$ cat src/source/div_pkg.sv
/*
 * Shared constants, one-hot state indices and bus types for the
 * sequential divider and the shared writeback port.
 * Imported by every RTL block of the divide unit.
 */
package div_pkg;

   ////////////////////////////////////////////////////////////
   // Divider sizing
   ////////////////////////////////////////////////////////////
   // One quotient bit per run cycle
   localparam int div_iters = 64;
   localparam int cnt_w     = 6;
   // Architectural result width
   localparam int data_w    = 32;

   ////////////////////////////////////////////////////////////
   // One-hot state bit positions
   ////////////////////////////////////////////////////////////
   localparam int st_idle  = 0;
   localparam int st_run   = 1;
   localparam int st_last  = 2;
   localparam int st_chk   = 3;
   localparam int st_fix   = 4;
   localparam int st_done  = 5;
   localparam int n_states = 6;

   // Clamp values for overflowed quotients
   localparam logic [31:0] umax32     = 32'hffff_ffff;
   localparam logic [31:0] spos_max32 = 32'h7fff_ffff;
   localparam logic [31:0] sneg_min32 = 32'h8000_0000;

   ////////////////////////////////////////////////////////////
   // Bus types
   ////////////////////////////////////////////////////////////
   // Divide request, 97 bits
   typedef struct packed {
      logic [63:0] dividend;
      logic [31:0] divisor;
      logic        is_signed;
   } div_req_t;

   // SPARC condition codes
   typedef struct packed {
      logic n;
      logic z;
      logic v;
      logic c;
   } cc_t;

   // Datapath result: unsigned quotient plus sign, 66 bits
   typedef struct packed {
      logic [63:0] mag;
      logic        neg;
      logic        is_signed;
   } div_raw_t;

   // Writeback payload, 73 bits
   typedef struct packed {
      logic [63:0] data;
      cc_t         xcc;
      cc_t         icc;
      logic        from_div;
   } wb_bus_t;

endpackage

$ cat src/source/div_ctl_fsm.sv
/*
 * Control for the divider: one-hot state machine plus a 6-bit
 * iteration counter. Produces datapath strobes and arbitration hints.
 */
`timescale 1ns/1ps

module div_ctl_fsm (
   input  logic clk,
   input  logic rst_n,
   input  logic div_start,
   input  logic div_kill,
   input  logic div_ack,
   output logic ld,
   output logic step,
   output logic last,
   output logic chk,
   output logic div_busy,
   output logic div_late,
   output logic div_done
);
   import div_pkg::*;

   logic [n_states-1:0] state;
   logic [n_states-1:0] next_state;
   logic [cnt_w-1:0]    cnt;
   logic                cnt_last;
   logic                stay_idle;
   logic                go_idle;
   logic                go_run;
   logic                stay_run;
   logic                go_last;
   logic                stay_done;

   ////////////////////////////////////////////////////////////
   // Next state
   ////////////////////////////////////////////////////////////
   assign stay_idle = state[st_idle] & ~div_start;
   assign go_idle   = state[st_done] & div_ack;
   assign go_run    = state[st_idle] & div_start;
   assign stay_run  = state[st_run] & ~cnt_last;
   assign go_last   = state[st_run] & cnt_last;
   // Result waits here until the port acknowledges it
   assign stay_done = state[st_done] & ~div_ack;

   // Kill wins over every other transition
   assign next_state[st_idle] = stay_idle | go_idle | div_kill;
   assign next_state[st_run]  = (go_run | stay_run) & ~div_kill;
   assign next_state[st_last] = go_last & ~div_kill;
   // Check and fix are fixed single-cycle stages
   assign next_state[st_chk]  = state[st_last] & ~div_kill;
   assign next_state[st_fix]  = state[st_chk] & ~div_kill;
   assign next_state[st_done] = (state[st_fix] | stay_done) & ~div_kill;

   always_ff @(posedge clk or negedge rst_n) begin
      if (!rst_n) begin
         state <= n_states'(1 << st_idle);
      end else begin
         state <= next_state;
      end
   end

   ////////////////////////////////////////////////////////////
   // Iteration counter
   ////////////////////////////////////////////////////////////
   // Held at zero outside run so each divide starts clean
   always_ff @(posedge clk or negedge rst_n) begin
      if (!rst_n) begin
         cnt <= '0;
      end else if (!state[st_run]) begin
         cnt <= '0;
      end else begin
         cnt <= cnt + 1'b1;
      end
   end

   // Final quotient step
   assign cnt_last = (cnt == cnt_w'(div_iters - 1));

   ////////////////////////////////////////////////////////////
   // State decode
   ////////////////////////////////////////////////////////////
   assign ld       = go_run;
   assign step     = state[st_run];
   assign last     = state[st_last];
   assign chk      = state[st_chk];
   assign div_busy = ~state[st_idle];
   // Divider claims the port from check onward
   assign div_late = state[st_chk] | state[st_fix] | state[st_done];
   assign div_done = state[st_done];

endmodule

$ cat src/source/div_iter_dp.sv
/*
 * Divider datapath. Loads operand magnitudes, runs 64 non-restoring
 * steps with +1/-1 quotient digits and converts them in the last cycle.
 */
`timescale 1ns/1ps

module div_iter_dp (
   input  logic             clk,
   input  logic             rst_n,
   input  logic             ld,
   input  logic             step,
   input  logic             last,
   input  div_pkg::div_req_t req,
   output div_pkg::div_raw_t raw
);
   import div_pkg::*;

   logic        dvd_neg;
   logic        dvs_neg;
   logic [63:0] dvd_mag;
   logic [31:0] dvs_mag;
   // Dividend bits leave the top, quotient digits enter the bottom
   logic [63:0] qx;
   // Partial remainder, two's complement, 34 bits
   logic [33:0] rem;
   logic [33:0] rem_shift;
   logic [33:0] rem_next;
   logic [31:0] dvs;
   logic        sub;
   logic        neg_q;
   logic        signed_q;

   ////////////////////////////////////////////////////////////
   // Operand magnitudes
   ////////////////////////////////////////////////////////////
   assign dvd_neg = req.is_signed & req.dividend[63];
   assign dvs_neg = req.is_signed & req.divisor[31];
   // Largest negative maps to 2^63, still fits unsigned
   assign dvd_mag = dvd_neg ? -req.dividend : req.dividend;
   assign dvs_mag = dvs_neg ? -req.divisor : req.divisor;

   ////////////////////////////////////////////////////////////
   // Non-restoring step
   ////////////////////////////////////////////////////////////
   // Shift remainder left, bring in next dividend bit
   assign rem_shift = {rem[32:0], qx[63]};
   // Subtract while remainder is non-negative, add otherwise
   assign rem_next  = sub ? (rem_shift - {2'b00, dvs})
                          : (rem_shift + {2'b00, dvs});

   // Payload registers
   always_ff @(posedge clk) begin
      if (ld) begin
         qx  <= dvd_mag;
         rem <= '0;
         dvs <= dvs_mag;
      end else if (step) begin
         rem <= rem_next;
         // Digit +1 recorded as 1, -1 as 0
         qx  <= {qx[62:0], sub};
      end else if (last) begin
         // Q = 2P - (2^64 - 1), minus one if remainder ended negative
         qx  <= {qx[62:0], 1'b1} - {63'd0, rem[33]};
      end
   end

   // Control flops
   always_ff @(posedge clk or negedge rst_n) begin
      if (!rst_n) begin
         sub      <= 1'b1;
         neg_q    <= 1'b0;
         signed_q <= 1'b0;
      end else if (ld) begin
         // First step always subtracts from a zero remainder
         sub      <= 1'b1;
         neg_q    <= dvd_neg ^ dvs_neg;
         signed_q <= req.is_signed;
      end else if (step) begin
         sub      <= ~rem_next[33];
      end
   end

   // Valid from the check state until the next load
   assign raw = '{mag: qx, neg: neg_q, is_signed: signed_q};

endmodule

$ cat src/source/div_ovfl_cc.sv
/*
 * Overflow check and condition code generation for the divider.
 * Flags are captured in the check state, result and codes in fix.
 */
`timescale 1ns/1ps

module div_ovfl_cc (
   input  logic              clk,
   input  logic              rst_n,
   input  logic              chk,
   input  div_pkg::div_raw_t raw,
   output div_pkg::wb_bus_t  div_res
);
   import div_pkg::*;

   logic              unsign_ovfl;
   logic              pos_ovfl;
   logic              neg_ovfl;
   logic              unsign_ovfl_q;
   logic              pos_ovfl_q;
   logic              neg_ovfl_q;
   logic              fix_q;
   logic              any_ovfl;
   logic [63:0]       quo64;
   logic [data_w-1:0] quo32;
   wb_bus_t           res_d;

   ////////////////////////////////////////////////////////////
   // Overflow tests on the magnitude
   ////////////////////////////////////////////////////////////
   // Unsigned: anything at or above 2^32
   assign unsign_ovfl = ~raw.is_signed & (|raw.mag[63:32]);
   // Positive: at or above 2^31, catches largest negative / -1
   assign pos_ovfl    = raw.is_signed & ~raw.neg & (|raw.mag[63:31]);
   // Negative: strictly above 2^31
   assign neg_ovfl    = raw.is_signed & raw.neg &
                        ((|raw.mag[63:32]) | (raw.mag[31] & (|raw.mag[30:0])));

   always_ff @(posedge clk or negedge rst_n) begin
      if (!rst_n) begin
         unsign_ovfl_q <= 1'b0;
         pos_ovfl_q    <= 1'b0;
         neg_ovfl_q    <= 1'b0;
         fix_q         <= 1'b0;
      end else begin
         // Fix stage follows check by one cycle
         fix_q <= chk;
         if (chk) begin
            unsign_ovfl_q <= unsign_ovfl;
            pos_ovfl_q    <= pos_ovfl;
            neg_ovfl_q    <= neg_ovfl;
         end
      end
   end

   ////////////////////////////////////////////////////////////
   // Clamp and codes
   ////////////////////////////////////////////////////////////
   assign any_ovfl = unsign_ovfl_q | pos_ovfl_q | neg_ovfl_q;
   // Reapply the sign
   assign quo64    = raw.neg ? -raw.mag : raw.mag;

   always_comb begin
      if (unsign_ovfl_q) begin
         quo32 = umax32;
      end else if (pos_ovfl_q) begin
         quo32 = spos_max32;
      end else if (neg_ovfl_q) begin
         quo32 = sneg_min32;
      end else begin
         quo32 = quo64[data_w-1:0];
      end
   end

   always_comb begin
      res_d.data     = {32'd0, quo32};
      res_d.icc.n    = quo32[data_w-1];
      res_d.icc.z    = ~(|quo32);
      res_d.icc.v    = any_ovfl;
      res_d.icc.c    = 1'b0;
      // 64-bit codes see the unclamped quotient
      res_d.xcc.n    = raw.neg & (|raw.mag);
      res_d.xcc.z    = ~(|raw.mag);
      res_d.xcc.v    = 1'b0;
      res_d.xcc.c    = 1'b0;
      res_d.from_div = 1'b1;
   end

   // Held through done until the next divide reaches fix
   always_ff @(posedge clk) begin
      if (fix_q) begin
         div_res <= res_d;
      end
   end

endmodule

$ cat src/source/wb_arbiter.sv
/*
 * Writeback port arbiter between the divider and the external
 * multiplier. A late divide holds off the multiplier.
 */
`timescale 1ns/1ps

module wb_arbiter (
   input  logic             div_done,
   input  logic             div_late,
   input  div_pkg::wb_bus_t div_res,
   input  logic             mul_done,
   input  logic [63:0]      mul_data,
   input  logic             wb_ack,
   output logic             wb_req,
   output div_pkg::wb_bus_t wb,
   output logic             mul_stall,
   output logic             div_ack
);
   import div_pkg::*;

   wb_bus_t mul_bus;

   // Multiply result carries no codes
   assign mul_bus = '{data: mul_data, xcc: '0, icc: '0, from_div: 1'b0};

   // Divider owns the port in done, multiplier otherwise
   assign wb_req    = div_done | (mul_done & ~div_late);
   // Multiplier waits once the divide is past its last step
   assign mul_stall = mul_done & div_late;
   assign wb        = div_done ? div_res : mul_bus;
   // Ack only reaches the divider while it owns the port
   assign div_ack   = wb_ack & div_done;

endmodule

$ cat src/source/div_unit_top.sv
/*
 * Divide unit top level. Connects control, datapath, overflow and
 * code logic, and the shared writeback arbiter.
 */
`timescale 1ns/1ps

module div_unit_top (
   input  logic              clk,
   input  logic              rst_n,
   input  logic              div_start,
   input  div_pkg::div_req_t req,
   input  logic              div_kill,
   input  logic              mul_done,
   input  logic [63:0]       mul_data,
   input  logic              wb_ack,
   output logic              div_busy,
   output logic              mul_stall,
   output logic              wb_req,
   output div_pkg::wb_bus_t  wb
);
   import div_pkg::*;

   logic     ld;
   logic     step;
   logic     last;
   logic     chk;
   logic     div_late;
   logic     div_done;
   logic     div_ack;
   div_raw_t raw;
   wb_bus_t  div_res;

   // Sequencing
   div_ctl_fsm div_ctl_fsm_inst (
      .clk       (clk),
      .rst_n     (rst_n),
      .div_start (div_start),
      .div_kill  (div_kill),
      .div_ack   (div_ack),
      .ld        (ld),
      .step      (step),
      .last      (last),
      .chk       (chk),
      .div_busy  (div_busy),
      .div_late  (div_late),
      .div_done  (div_done)
   );

   // Quotient magnitude
   div_iter_dp div_iter_dp_inst (
      .clk   (clk),
      .rst_n (rst_n),
      .ld    (ld),
      .step  (step),
      .last  (last),
      .req   (req),
      .raw   (raw)
   );

   // Clamp and codes
   div_ovfl_cc div_ovfl_cc_inst (
      .clk     (clk),
      .rst_n   (rst_n),
      .chk     (chk),
      .raw     (raw),
      .div_res (div_res)
   );

   wb_arbiter wb_arbiter_inst (
      .div_done  (div_done),
      .div_late  (div_late),
      .div_res   (div_res),
      .mul_done  (mul_done),
      .mul_data  (mul_data),
      .wb_ack    (wb_ack),
      .wb_req    (wb_req),
      .wb        (wb),
      .mul_stall (mul_stall),
      .div_ack   (div_ack)
   );

endmodule

$ cat config.mk
export PLATFORM = sky130hd
export DESIGN_NAME = div_unit_top
export DESIGN_NICKNAME = d
export VERILOG_FILES = /design/src/source/div_pkg.sv /design/src/source/div_ctl_fsm.sv /design/src/source/div_iter_dp.sv /design/src/source/div_ovfl_cc.sv /design/src/source/wb_arbiter.sv /design/src/source/div_unit_top.sv
export SDC_FILE = /design/constraint.sdc
export NUM_CORES = 1
export LEC_CHECK = 0
export ABC_AREA = 1
export BUFFER_PORTS_ARGS = -buffer_cell sky130_fd_sc_hd__buf_4
export CAP_MARGIN = 30
export CORE_ASPECT_RATIO = 2
export CORE_MARGIN = 2
export CORE_UTILIZATION = 37
export DETAILED_ROUTE_END_ITERATION = 10
export HOLD_SLACK_MARGIN = 0.05
export PLACE_DENSITY_LB_ADDON = 0.12
export SYNTH_ARGS = -nofsm -noshare
export SYNTH_HDL_FRONTEND = slang
export SYNTH_SLANG_ARGS = --single-unit
export TNS_END_PERCENT = 100
$ cat constraint.sdc
create_clock -name clk -period 3.9 [get_ports clk]
set_input_delay 0.195 -clock clk [delete_from_list [all_inputs] [get_ports clk]]
set_output_delay 0.195 -clock clk [all_outputs]
set_load 0.1 [all_outputs]
==> flow_summary.yaml, run 1 <==
status:
  status: "finished, final reports clean"
route:
  routed_via_density: 5.045
  wl_per_cell_um: 17.67
  wirelength_um: 53610
  vias: 15300
  antenna_left: 0
  drc: 0
  drt_first_iter_violations: 726
  drtPass1Iterations: 5
timing:
  finClkSkew_ns: 0.01462
  post-route-period-util_pct: 96.27
  fin_crit_ns: 3.754
  finalMaxSlewViolations: 0
  hold_violations: 0
  clock.fmax_mhz: 266.4
  slew_headroom_pct: 38.52
  totalNegativeSetupSlack_ns: 0
  finalSetupViolations: 0
  worst_pin_slew_ns: 0.9165
  whs_ns: 0.06904
floorplanning:
  ioPinCount: 243
  rows: 104
  core_area_um2: 40210
  dieArea_um2: 42450
  initial_utilization_pct: 37.48
  die_y_um: 289.4
  fp.dieW_um: 146.7
logic_synthesis:
  syn-instance-count: 2243
  synth-edff-count: 132
  ys_ff_latch: 185
  ys_seq_area_share_pct: 33.99
  synth_cell_types: 59
  syn_area_um2: 15070
  async_reset_ff_share_pct: 10.27
  ys.flop_type: "edfxtp_1"
  ys_warn_count: 0
  avgSynthCellArea_um2: 6.718
cells_and_area:
  final_cell_mix: "nand2_1 (628), nor2_1 (337), buf_4 (268)"
  final_util_pct: 45.58
  num-fill-cells: 4234
  antenna_cells: 0
  ff_latch_area_um2: 5124
  synthToLayoutAreaGrowth_pct: 21.62
  drive_gt1_share_pct: 16.34
  final_common_cell: "nand2_1"
  multi_input_area_um2: 8641
  nets: 2696
  fin_cells: 3033
power:
  vdd_ir_drop_max_uv: 358.5
  power_density_nw_per_um2: 495.7
  power_mw: 9.084
  leakage_nw: 8.468
placed_design:
  gp_congestion: 0.9390
  port_buffers: 239
  place_inst: 2980
  place_hpwl_um: 44280
global_routing:
  grt_first_pass_wirelength_um: 80920
  grt_pass1_vias: 15240
  grt-ovfl-total: 0
  track_usage_pct: 24.98
  grt_max_degree: 86
  antenna_found_initial: 0
min_path:
  hold_path.class: "in -> reg"
  hold_depth: 2
clocking:
  clock_path_buffers: 2
  cts_sinks: 185
  cts_buffers: 17
  h-tree-depth: 4
  cts_root_buf: "clkbuf_16"
  clock_latency_ns: 0.46
  cts_setup_buffers: 0
  clkSlewWorstSetupHoldPaths_ns: 0.08
  cts_tree: "done"
setup_path:
  arrival_ns: 4.11
  worstPathMaxFanout: 4
  worstSetupPathType: "reg -> reg"
  r2r_cells: 17
  endpoint_kind: "flip-flop"
  timing.critical_path.required_ns: 4.26
  start_kind: "flip-flop"
flow_run:
  drv_cap: 0
-- timing repair --
action | in CTS | in global routing
gates resized for setup | 0 | 6
hold buffers | 21 | 0
hold endpoints to repair | 41 | 0
endpoints found under the setup margin | 0 | 6
-- sequential cells by signal, summed over array words and instances (netlist names) --
signal / count
div_iter_dp_inst.qx: 64
div_ovfl_cc_inst.div_res: 36
div_iter_dp_inst.rem: 34
div_iter_dp_inst.dvs: 32
div_ctl_fsm_inst.cnt: 6
div_ctl_fsm_inst.state: 6
div_iter_dp_inst.neg_q: 1
div_iter_dp_inst.signed_q: 1
div_iter_dp_inst.sub: 1
div_ovfl_cc_inst.fix_q: 1
div_ovfl_cc_inst.neg_ovfl_q: 1
div_ovfl_cc_inst.pos_ovfl_q: 1
div_ovfl_cc_inst.unsign_ovfl_q: 1
-- worst paths after layout --
| path | end | startpoint | slack [ns] |
|---|---|---|---|
| setup / recovery | div_iter_dp_inst.rem[18] | div_iter_dp_inst.dvs[0] | 0.15 |
| hold / removal | div_iter_dp_inst.dvs[10] | req[11] | 0.07 |
| setup reg to reg | div_iter_dp_inst.rem[18] | div_iter_dp_inst.dvs[0] | 0.15 |
| hold reg to reg | div_iter_dp_inst.rem[5] | div_iter_dp_inst.rem[5] | 0.46 |
| max in group asynchronous | div_iter_dp_inst.sub | rst_n | 3.44 |
| min in group asynchronous | div_ctl_fsm_inst.state[2] | rst_n | 0.19 |
-- cell type report --
type                            count  share of cell area [%]
Sequential cell                   185                   27.96
Inverter                          278                   5.708
Multi-Input combinational cell   1718                   47.15
Clock buffer                       19                   2.417
Timing Repair Buffer              290                   12.23
Clock inverter                     13                  0.9149
Tap cell                          530                   3.618
-- worst max-delay path, cell delays in order (launching register included) --
cell and delay (ns):
edfxtp_1 0.39, inv_1 0.09, ha_1 0.17, nand2_1 0.11, nor3_2 0.20, nand2_1 0.18, nor3_2 0.17, inv_1 0.09
nand2_1 0.08, xor2_1 0.24, ha_1 0.33, nand2_1 0.13, o21ai_0 0.21, a21oi_1 0.56, nand3_1 0.28, xor2_1 0.22
o21ai_0 0.15, inv_1 0.05
-- layer usage --
metal / GRT usage, % / wire length (µm) / vias to the layer above
met3: 2.772 / 2110 / 123
met5: 0 / 0 / -
li1: - / - / 7743
met2: 50.61 / 29830 / 443
met4: 14.76 / 3105 / 0
met1: 23.66 / 18560 / 6994
-- kinds of logic (layout without fill, tap and decap cells) --
family                   count (synthesis)  count (layout)  synth area share, %
AND/OR/NAND/NOR                       1329            1329                38.76
buffers and inverters                  342             600                8.910
AO/OA/AOI/OAI                          241             241                8.860
flip-flops                             185             185                33.99
XOR/XNOR                               106             106                6.161
adder cells (fa/ha/maj)                 39              39                3.288
other                                    1               3              0.02489
-- report_power, final --
group	leakage, nW	internal (mW)	switching, mW
registers	1.78	2.43	0.218
clock network	0.295	1.04	0.823
logic	6.39	1.49	3.09
-- Yosys cell counts (4+ instances only) --
| library cell | instances | share of area, % |
|---|---|---|
| nand2_1 | 630 | 16 |
| nor2_1 | 338 | 8.4 |
| inv_1 | 263 | 6.6 |
| nand3_1 | 166 | 5.5 |
| edfxtp_1 | 132 | 26 |
| o21ai_0 | 109 | 3.6 |
| xor2_1 | 88 | 5.1 |
| a21oi_1 | 68 | 2.3 |
| nand4_1 | 41 | 1.7 |
| clkbuf_1 | 39 | 0.97 |
| ha_1 | 38 | 3.2 |
| nor3_1 | 35 | 1.2 |
| dfxtp_1 | 34 | 4.5 |
| nor2_2 | 24 | 1.0 |
| nor4_1 | 18 | 0.75 |
| xnor2_1 | 18 | 1.0 |
| dfrtp_1 | 17 | 2.8 |
| nand2_2 | 17 | 0.71 |
| o21ai_1 | 17 | 0.56 |
| a31oi_1 | 14 | 0.58 |
| nor2_4 | 12 | 0.90 |
| inv_2 | 11 | 0.27 |
| nand3_2 | 11 | 0.73 |
| buf_2 | 10 | 0.33 |
| nand3b_1 | 10 | 0.50 |
| buf_4 | 8 | 0.40 |
| or2_2 | 6 | 0.25 |
| buf_1 | 5 | 0.12 |
| o31ai_1 | 5 | 0.25 |
| nor3_2 | 4 | 0.27 |
| o211ai_1 | 4 | 0.20 |
-- per-stage QoR --
stage | setup WS [ns] | area, µm²
2_1_floorplan | 0.9786 | 15080
3_3_place_gp | 0.1815 | 17480
3_5_place_dp | 0.1940 | 17480
4_1_cts | 0.1820 | 18300
5_1_grt | -0.01605 | 18330
6_report | 0.1457 | 18330
(Power assumes the default switching activity.)
==> inputs of run 2 (changes only) <==
GPL_TIMING_DRIVEN = 0   (was default)
==> flow_summary.yaml, run 2 (same netlist as run 1, synthesis figures left out) <==
timing:
  fin_crit_ns: 3.692
  worst_pin_slew_ns: 0.9526
  hold_violations: 0
  finalWorstSetupSlack_ns: 0.2077
  finClkSkew_ns: 0.01811
  clock.fmax_mhz: 270.8
  whs_ns: 0.06967
  post-route-period-util_pct: 94.67
  finalMaxSlewViolations: 0
  slew_headroom_pct: 36.49
  finalSetupViolations: 0
floorplanning:
  dieArea_um2: 42450
  rows: 104
  fp.dieW_um: 146.7
  ioPinCount: 243
  initial_utilization_pct: 37.48
  die_y_um: 289.4
  core_area_um2: 40210
global_routing:
  antenna_found_initial: 0
  grt_first_pass_wirelength_um: 86250
  grt_pass1_vias: 15530
  track_usage_pct: 27.09
  grt-ovfl-total: 0
  grt_max_degree: 65
setup_path:
  reg2reg_from: "div_iter_dp_inst.sub"
  r2r_cells: 17
  r2r_slack_ns: 0.21
  start_kind: "flip-flop"
  worstPathMaxFanout: 10
  arrival_ns: 4.06
  slowest_delay_ns: 0.65
  endpoint_kind: "flip-flop"
  slowest_stage: "dfstp_2"
  crit_chain: "buf_1, nand2_1, o21ai_0, inv_1, fa_1, inv_1, nand3_1, nand2_1, inv_1, o21ai_2, nand3_1, nand2_1, nand3b_1, nand3_1, nand3_1, nand2_1, inv_1"
  r2r-end: "div_iter_dp_inst.rem[30]"
  timing.critical_path.required_ns: 4.27
  worstSetupPathType: "reg -> reg"
power:
  power_frac_seq_pct: 29.4
  leakage_nw: 8.503
  clock_power_share_pct: 19.7
  intPower_mw: 4.826
  swShare_pct: 46.57
  p_comb_share_pct: 50.9
  p_sw_mw: 4.207
  vdd_ir_drop_max_uv: 354.9
  power_density_nw_per_um2: 488.8
placed_design:
  place_inst: 3016
  place_hpwl_um: 49120
  gp_congestion: 1.013
  port_buffers: 239
  preCtsSetupSlack_ns: 0.01097
cells_and_area:
  regMostFlops: "div_iter_dp_inst.qx"
  final_common_cell: "nand2_1"
  final_cell_mix: "nand2_1 (627), nor2_1 (335), inv_1 (263)"
  synthToLayoutAreaGrowth_pct: 22.66
  nets: 2737
  num-fill-cells: 4261
  top_regs: "div_iter_dp_inst.qx (64), div_ovfl_cc_inst.div_res (36), div_iter_dp_inst.rem (34)"
  largest_reg_flops: 64
  drive_gt1_share_pct: 16.12
  antenna_cells: 0
  fin_cells: 3074
clocking:
  cts_sinks: 185
  clkSlewWorstSetupHoldPaths_ns: 0.08
  h-tree-depth: 4
  cts_buffers: 17
  cts_tree: "done"
  cts_root_buf: "clkbuf_16"
  clock_path_buffers: 2
  clock_latency_ns: 0.46
route:
  drt_first_iter_violations: 785
  vias: 15620
  wirelength_um: 58350
  drc: 0
  antenna_left: 0
  drtPass1Iterations: 5
  wl_per_cell_um: 18.98
  routed_via_density: 5.081
min_path:
  min_from: "req[13]"
  hold_path.class: "in -> reg"
  holdPathEnd: "div_iter_dp_inst.dvs[12]"
  hold_depth: 2
flow_run:
  drv_cap: 0
status:
  status: "finished, final reports clean"
[run 2: how the worst max path moves through the flow]
stage	slack [ns]	depth (start not counted)	start	end
floorplan	0.98	21	div_iter_dp_inst.dvs[0]	div_iter_dp_inst.rem[32]
global placement	-0.48	5	div_ctl_fsm_inst.state[0]	div_iter_dp_inst.qx[53]
detailed placement	0.01	20	div_iter_dp_inst.dvs[0]	div_iter_dp_inst.rem[29]
CTS	0.06	20	div_iter_dp_inst.dvs[0]	div_iter_dp_inst.rem[29]
global route	-0.02	20	div_iter_dp_inst.dvs[0]	div_iter_dp_inst.rem[31]
finish	0.21	17	div_iter_dp_inst.sub	div_iter_dp_inst.rem[30]
[run 2: through the flow]
step / util [%] / instance area, µm² / TNS (ns) / power (mW)
floorplan: - / 15080 / 0 / 5.759
global placement: 43.61 / 17530 / -30.16 / 7.125
detailed placement: 43.70 / 17570 / 0 / 7.150
CTS: 45.79 / 18410 / 0 / 8.972
global route: 45.97 / 18480 / -0.03470 / 9.638
finish: 45.97 / 18480 / 0 / 9.034
[run 2: power by group through the flow]
stage	combinational, mW	clock, mW	sequential (mW)
global route	5.07	1.88	2.69
global placement	4.43	0	2.69
finish	4.60	1.78	2.66
detailed placement	4.45	0	2.69
floorplan	3.14	0	2.61
CTS	4.50	1.82	2.65
[run 2: critical path, delay by kind of cell (launching register included)]
family	cells	cell delay, ns
AO/OA/AOI/OAI	2	0.42
adder cells (fa/ha/maj)	1	0.44
buffers and inverters	5	0.95
flip-flops	1	0.65
AND/OR/NAND/NOR	9	1.14
[run 2: final cells by class]
type / count / area, µm² / area share [%]
clock buffer: 21 / 481.7 / 2.606
tap: 530 / 663.1 / 3.588
timing repair buffer: 267 / 2085 / 11.28
sequential: 185 / 5122 / 27.71
buffer: 64 / 297.8 / 1.611
multi-input combinational: 1718 / 8688 / 47.01
clock inverter: 11 / 100.1 / 0.5416
inverter: 278 / 1045 / 5.653
[run 2: what timing repair did]
| item | in CTS | in global routing |
|---|---|---|
| hold endpoints to repair | 45 | 0 |
| buffers inserted | 1 | 0 |
| resized for setup | 0 | 23 |
| hold buffers | 25 | 0 |
| endpoints found under the setup margin | 1 | 11 |
| pin swaps | 1 | 4 |
[run 2: layer usage]
layer / part of all wire (%) / global-route usage [%] / wire length [µm] / vias up
li1: - / - / - / 7833
met1: 33 / 24.21 / 19130 / 7157
met2: 58 / 57.03 / 33730 / 492
met3: 3.3 / 2.472 / 1943 / 138
met4: 6.1 / 15.97 / 3549 / 0
met5: 0 / 0 / 0 / -
